<file path="src/floppy_pkg.sv">
package floppy_pkg;

    // drive count and image geometry.
    localparam int num_drives       = 4;
    localparam int sectors_per_side = 9;
    localparam int sector_bytes     = 512;

    // 9 sectors of 512 bytes fit in 8 KiB.
    localparam int track_addr_bits  = 13;

    // requested or latched head position.
    typedef struct packed {
        logic [6:0] track;
        logic [1:0] drive;
        logic       side;
    } drive_pos_t;

    // block read request to the host.
    typedef struct packed {
        logic [31:0] lba;
        logic [5:0]  blk_cnt;
    } sd_req_t;

endpackage

</file>
<file path="src/sector_reader.sv">
`timescale 1ns/1ns

module sector_reader #(
    parameter int addr_bits = floppy_pkg::track_addr_bits
) (
    input  logic                 clk,
    input  logic                 reset,

    input  logic                 start,
    input  logic [3:0]           sector_num,

    output logic [addr_bits-1:0] rd_addr,
    input  logic [7:0]           rd_data,

    output logic [7:0]           data,
    output logic                 valid,
    output logic                 done
);
    import floppy_pkg::*;

    logic       active;
    logic [8:0] byte_cnt;
    logic [3:0] sector_reg;

    assign rd_addr = addr_bits'(sector_reg) * addr_bits'(sector_bytes) + addr_bits'(byte_cnt);

    // RAM output is already registered.
    assign data = rd_data;

    always_ff @(posedge clk) begin
        if (reset) begin
            active   <= 1'b0;
            byte_cnt <= '0;
            valid    <= 1'b0;
            done     <= 1'b0;
        end else begin
            if (!active && start) begin
                active   <= 1'b1;
                byte_cnt <= '0;
            end else if (active) begin
                byte_cnt <= byte_cnt + 9'd1;
                if (byte_cnt == 9'(sector_bytes - 1)) begin
                    active <= 1'b0;
                end
            end
            // one cycle of RAM latency.
            valid <= active;
            done  <= valid && !active;
        end
    end

    always_ff @(posedge clk) begin
        if (!active && start) begin
            sector_reg <= sector_num;
        end
    end

endmodule

</file>
<file path="config.mk">
export PLATFORM = sky130hd
export DESIGN_NAME = sector_reader
export DESIGN_NICKNAME = d
export VERILOG_FILES = /design/src/floppy_pkg.sv /design/src/sector_reader.sv
export SDC_FILE = /design/constraint.sdc
export NUM_CORES = 1
export LEC_CHECK = 0
export ABC_AREA = 0
export BUFFER_PORTS_ARGS = -buffer_cell sky130_fd_sc_hd__buf_2
export CORE_MARGIN = 8
export CORE_UTILIZATION = 45
export CTS_CLUSTER_SIZE = 14
export DETAILED_ROUTE_END_ITERATION = 10
export PLACE_DENSITY_LB_ADDON = 0.12
export SLEW_MARGIN = 20
export SYNTH_ARGS = -nofsm -noshare
export SYNTH_HDL_FRONTEND = slang
export SYNTH_SLANG_ARGS = --single-unit
</file>
<file path="constraint.sdc">
create_clock -name clk -period 1.86 [get_ports clk]
set_input_delay 0.372 -clock clk [delete_from_list [all_inputs] [get_ports clk]]
set_output_delay 0.372 -clock clk [all_outputs]
set_load 0.03 [all_outputs]
</file>
# == Word-level counts from Yosys, hierarchy flattened ==
# Index checks and enable logic that the tools add are counted.
# W data, S select, Z words.
# word_totals
word_cells,15
register_bits,16
input_bits,15
out_inout_bits,23
# classes
reduce_logical,4
muxes,3
eq_ne,1
n_addsub,2
# op_table
operator,n
$add A13 B9 Y13,1
$add A9 B1 Y9 const B,1
$eq A9 B9 Y1 const B,1
$mux W1,3
$logic_and A1 B1 Y1,2
$reduce_or A2 Y1,1
$logic_not A1 Y1,1

# == Depth between registers and ports, before layout ==
# depth
ltp_word,4
ltp_mapped,6
mapped_depth_nobuf,6

# == Least setup slack after synthesis ==
# Ideal clock, no wire load.
# synth_path
kind,reg2reg
startpoint,register byte_cnt[0]
endpoint,register byte_cnt[8]
setup_time_ns,0.129
stages_incl_launch_ff,7
n_path_buf,0
arrival_time_ns,1.377
required_ns,1.731
synth_period_minus_slack_ns,1.506
slack_ns,0.354
cell_sequence,dfxtp_1 > ha_1 > nand3_1 > nor2_1 > ha_1 > mux2i_1 > nor2_1
# synth_via
elab_chain_cells,1
# synth_rtl
element,line_no,source
start: declaration,sector_reader.sv:22,logic [8:0] byte_cnt;
start signal: assignment,sector_reader.sv:41,byte_cnt <= byte_cnt + 9'd1;
$add A9 B1 Y9,sector_reader.sv:41,
# Every way passes these cells.
# A chain may end at the register's enable or synchronous reset.

# == Final worst setup path ==
# layout_path
startpoint,register byte_cnt[2]
endpoint,output port rd_addr[2]
# layout_via
elab_chain_cells,1
# layout_rtl
element,line_no,source
$add A13 B9 Y13,sector_reader.sv:25,assign rd_addr = addr_bits'(sector_reg) * addr_bits'(sector_bytes) + addr_bits'(byte_cnt);
end: declaration,sector_reader.sv:12,"output logic [addr_bits-1:0] rd_addr,"
# Every way passes these cells.

==> summary.txt <==
Type of the worst min-delay path - input pin to register
Via count - 488
H-tree depth - 1
Clk sinks - 16
Die span in y - 55.1 µm
Setup TNS Final - 0 ps
Post-layout minimum cycle time - 1370 ps
Initial antenna violation count - 0
Clk slew on worst S/H paths - 90 ps
Post-Syn Area - 687 µm²
GRT Total Usage - 9.16%
Max incr delay on CP - 460 ps
Worst path arrival time - 990 ps
Final Hold Vio Count - 0
Crit. End Element - output pin
# resized after CTS - 0
Worst Max-Slew Pin Slew - 407 ps
Number of global-route vias before repair - 494
Worst-Skew Late Latency - 280 ps
Worst-case clock buffer depth - 2
Setup violations, final - 0
First-pass GRT wire length - 2080 µm
TritonCTS clock tree - done
Final Max Slew Viols - 0
Run status - finished, final reports clean
Max_slew headroom - 72.9%
Post-Syn Instances - 65
Peak supply drop - 0.487 mV
Initial core utilization - 46.7%
Data required, critical path - 1490 ps
Rows - 14
Crit path cell chain - buf_2
Area grow syn2layout - 11.1%
GR Overflow Total - 0
Total wire length - 1370 µm
Total CTS buffers - 3
Final critical-path share of the clock period - 73.4%
Most area-consuming cells after synthesis - dfxtp_1 35%, edfxtp_1 17%, buf_4 8.7%, nor2_1 3.8%, xor2_1 3.8%
Initial DRC count - 2
Die Width - 55.1 µm
Synth Register Bits - 16
IO Count - 38
P_leak - 0.338 nW
CORE AREA - 0.00147 mm²
Critical path startpoint - byte_cnt[2]
Power per Cell Area - 815 mW/mm²
Fill cells - 159
Avg Cell Area, Syn - 10.6 µm²
Hold_buf cts - 0
Pre-antenna DRT Iters - 6
Final Total Pwr - 0.000622 W
Sequential area share after synthesis - 52.5%
Yosys cell types - 22
IO Port Bufs - 21
Top delay family on crit path - flip-flops
Most frequent cells in the layout - 21 x buf_2, 12 x dfxtp_1, 7 x nor2_1
Fin nets - 98
Cell taking the most area after synthesis - dfxtp_1
WHS - 258 ps
Post-detail-place hpwl - 1060 µm
CP max FO - 6
Min-delay src - sector_num[1]
Drt wl/cell - 14.3 µm
Number of flip-flops in the largest register - 9
Crit path buf inv count - 1
Root buf cell - clkbuf_4
Total die area - 0.00303 mm²
Crit path launch type - register
Detail Route Antenna Nets - 0
Placer congestion estimate - 0.680
Final Util - 51.9%
Critical-path top delay cell - dfxtp_1
Vias per cell - 5.08
Number of diodes - 0
Placed Cells - 92
Max-Cap Viols - 0
Pin count of the biggest net entering global routing - 12
RR Startpoint - byte_cnt[0]
Post-Layout Cell Count - 96
Max Freq - 732 MHz
Commonest non-fill, non-tap cell in the layout - buf_2
Syn Nets - 82
Share of the synthesized area in the top cell type - 35.0%
Yosys warning count - 0
RSZ-0062 raised after global routing - no
Final Skew - 5.03 ps
Share of layout cells above drive strength 1 - 33.8%
Critical path type - register to output pin
Postcts setup bufs - 0
DRC viols - 0
==> path summary, 6_finish.rpt <==
check | endpoint | depth (start not counted) | slack (ps)
worst max-delay path | rd_addr[2] | 1 | 490
worst max register to register | byte_cnt[8] | 6 | 500
worst min register to register | done | 1 | 480
worst min-delay path | sector_reg[1] | 1 | 260
==> worst register-to-register path, stage by stage (launching register included) <==
cell and delay, ps:
dfxtp_1 410, ha_1 240, nand3_1 90, nor2_1 110, ha_1 230, mux2i_1 130
nor2_1 50
==> Yosys cell counts <==
library cell / number
nand4_2: 1
ha_1: 2
xor2_1: 3
o21ai_0: 3
nor2_1: 7
nor2b_1: 1
edfxtp_1: 4
inv_1: 1
or3_1: 3
dfxtp_1: 12
nor3b_1: 1
a21oi_2: 2
nand4_1: 2
buf_4: 8
nand2_1: 2
nand2b_1: 3
buf_6: 1
mux2i_1: 2
clkbuf_1: 1
xnor2_1: 1
a21oi_1: 2
nand3_1: 3
==> cells by family after synthesis <==
family	after synthesis	share of synthesized area, %
simple gates	23	18.2
flops	16	52.5
buf+inv	11	11.5
compound gates	7	6.19
xor+xnor	4	5.10
mux	2	2.91
fa+ha+maj	2	3.64
==> cell type report <==
type                            instances  area (µm²)  share of cell area [%]
Tap cell                               16        20.0                    2.62
Clock buffer                            4        26.3                    3.44
Multi-Input combinational cell         38         248                    32.5
Sequential cell                        16         360                    47.2
Timing Repair Buffer                   21         105                    13.8
Inverter                                1        3.75                   0.492
==> layer usage <==
layer | vias to the layer above | routed length, µm | part of all wire (%) | track usage, %
met2 | 21 | 608 | 44 | 15.1
met4 | 0 | 10 | 0.73 | 3.60
met1 | 219 | 562 | 41 | 10.1
met3 | 6 | 189 | 14 | 4.01
li1 | 242 | - | - | -
met5 | - | 0 | 0 | 0
==> stage by stage <==
| step | area (µm²) | setup slack (ps) |
|---|---|---|
| finish | 763 | 494 |
| global placement | 737 | 494 |
| detailed placement | 737 | 489 |
| CTS | 763 | 479 |
| floorplan | 687 | 354 |
| global route | 763 | 403 |
==> power breakdown <==
part	internal (W)	total (W)	switching [W]
clock network	0.0000832	0.000189	0.000106
logic	0.0000190	0.0000549	0.0000359
registers	0.000368	0.000378	0.00000996
total	0.000470	0.000622	0.000152
(Power assumes the default switching activity.)
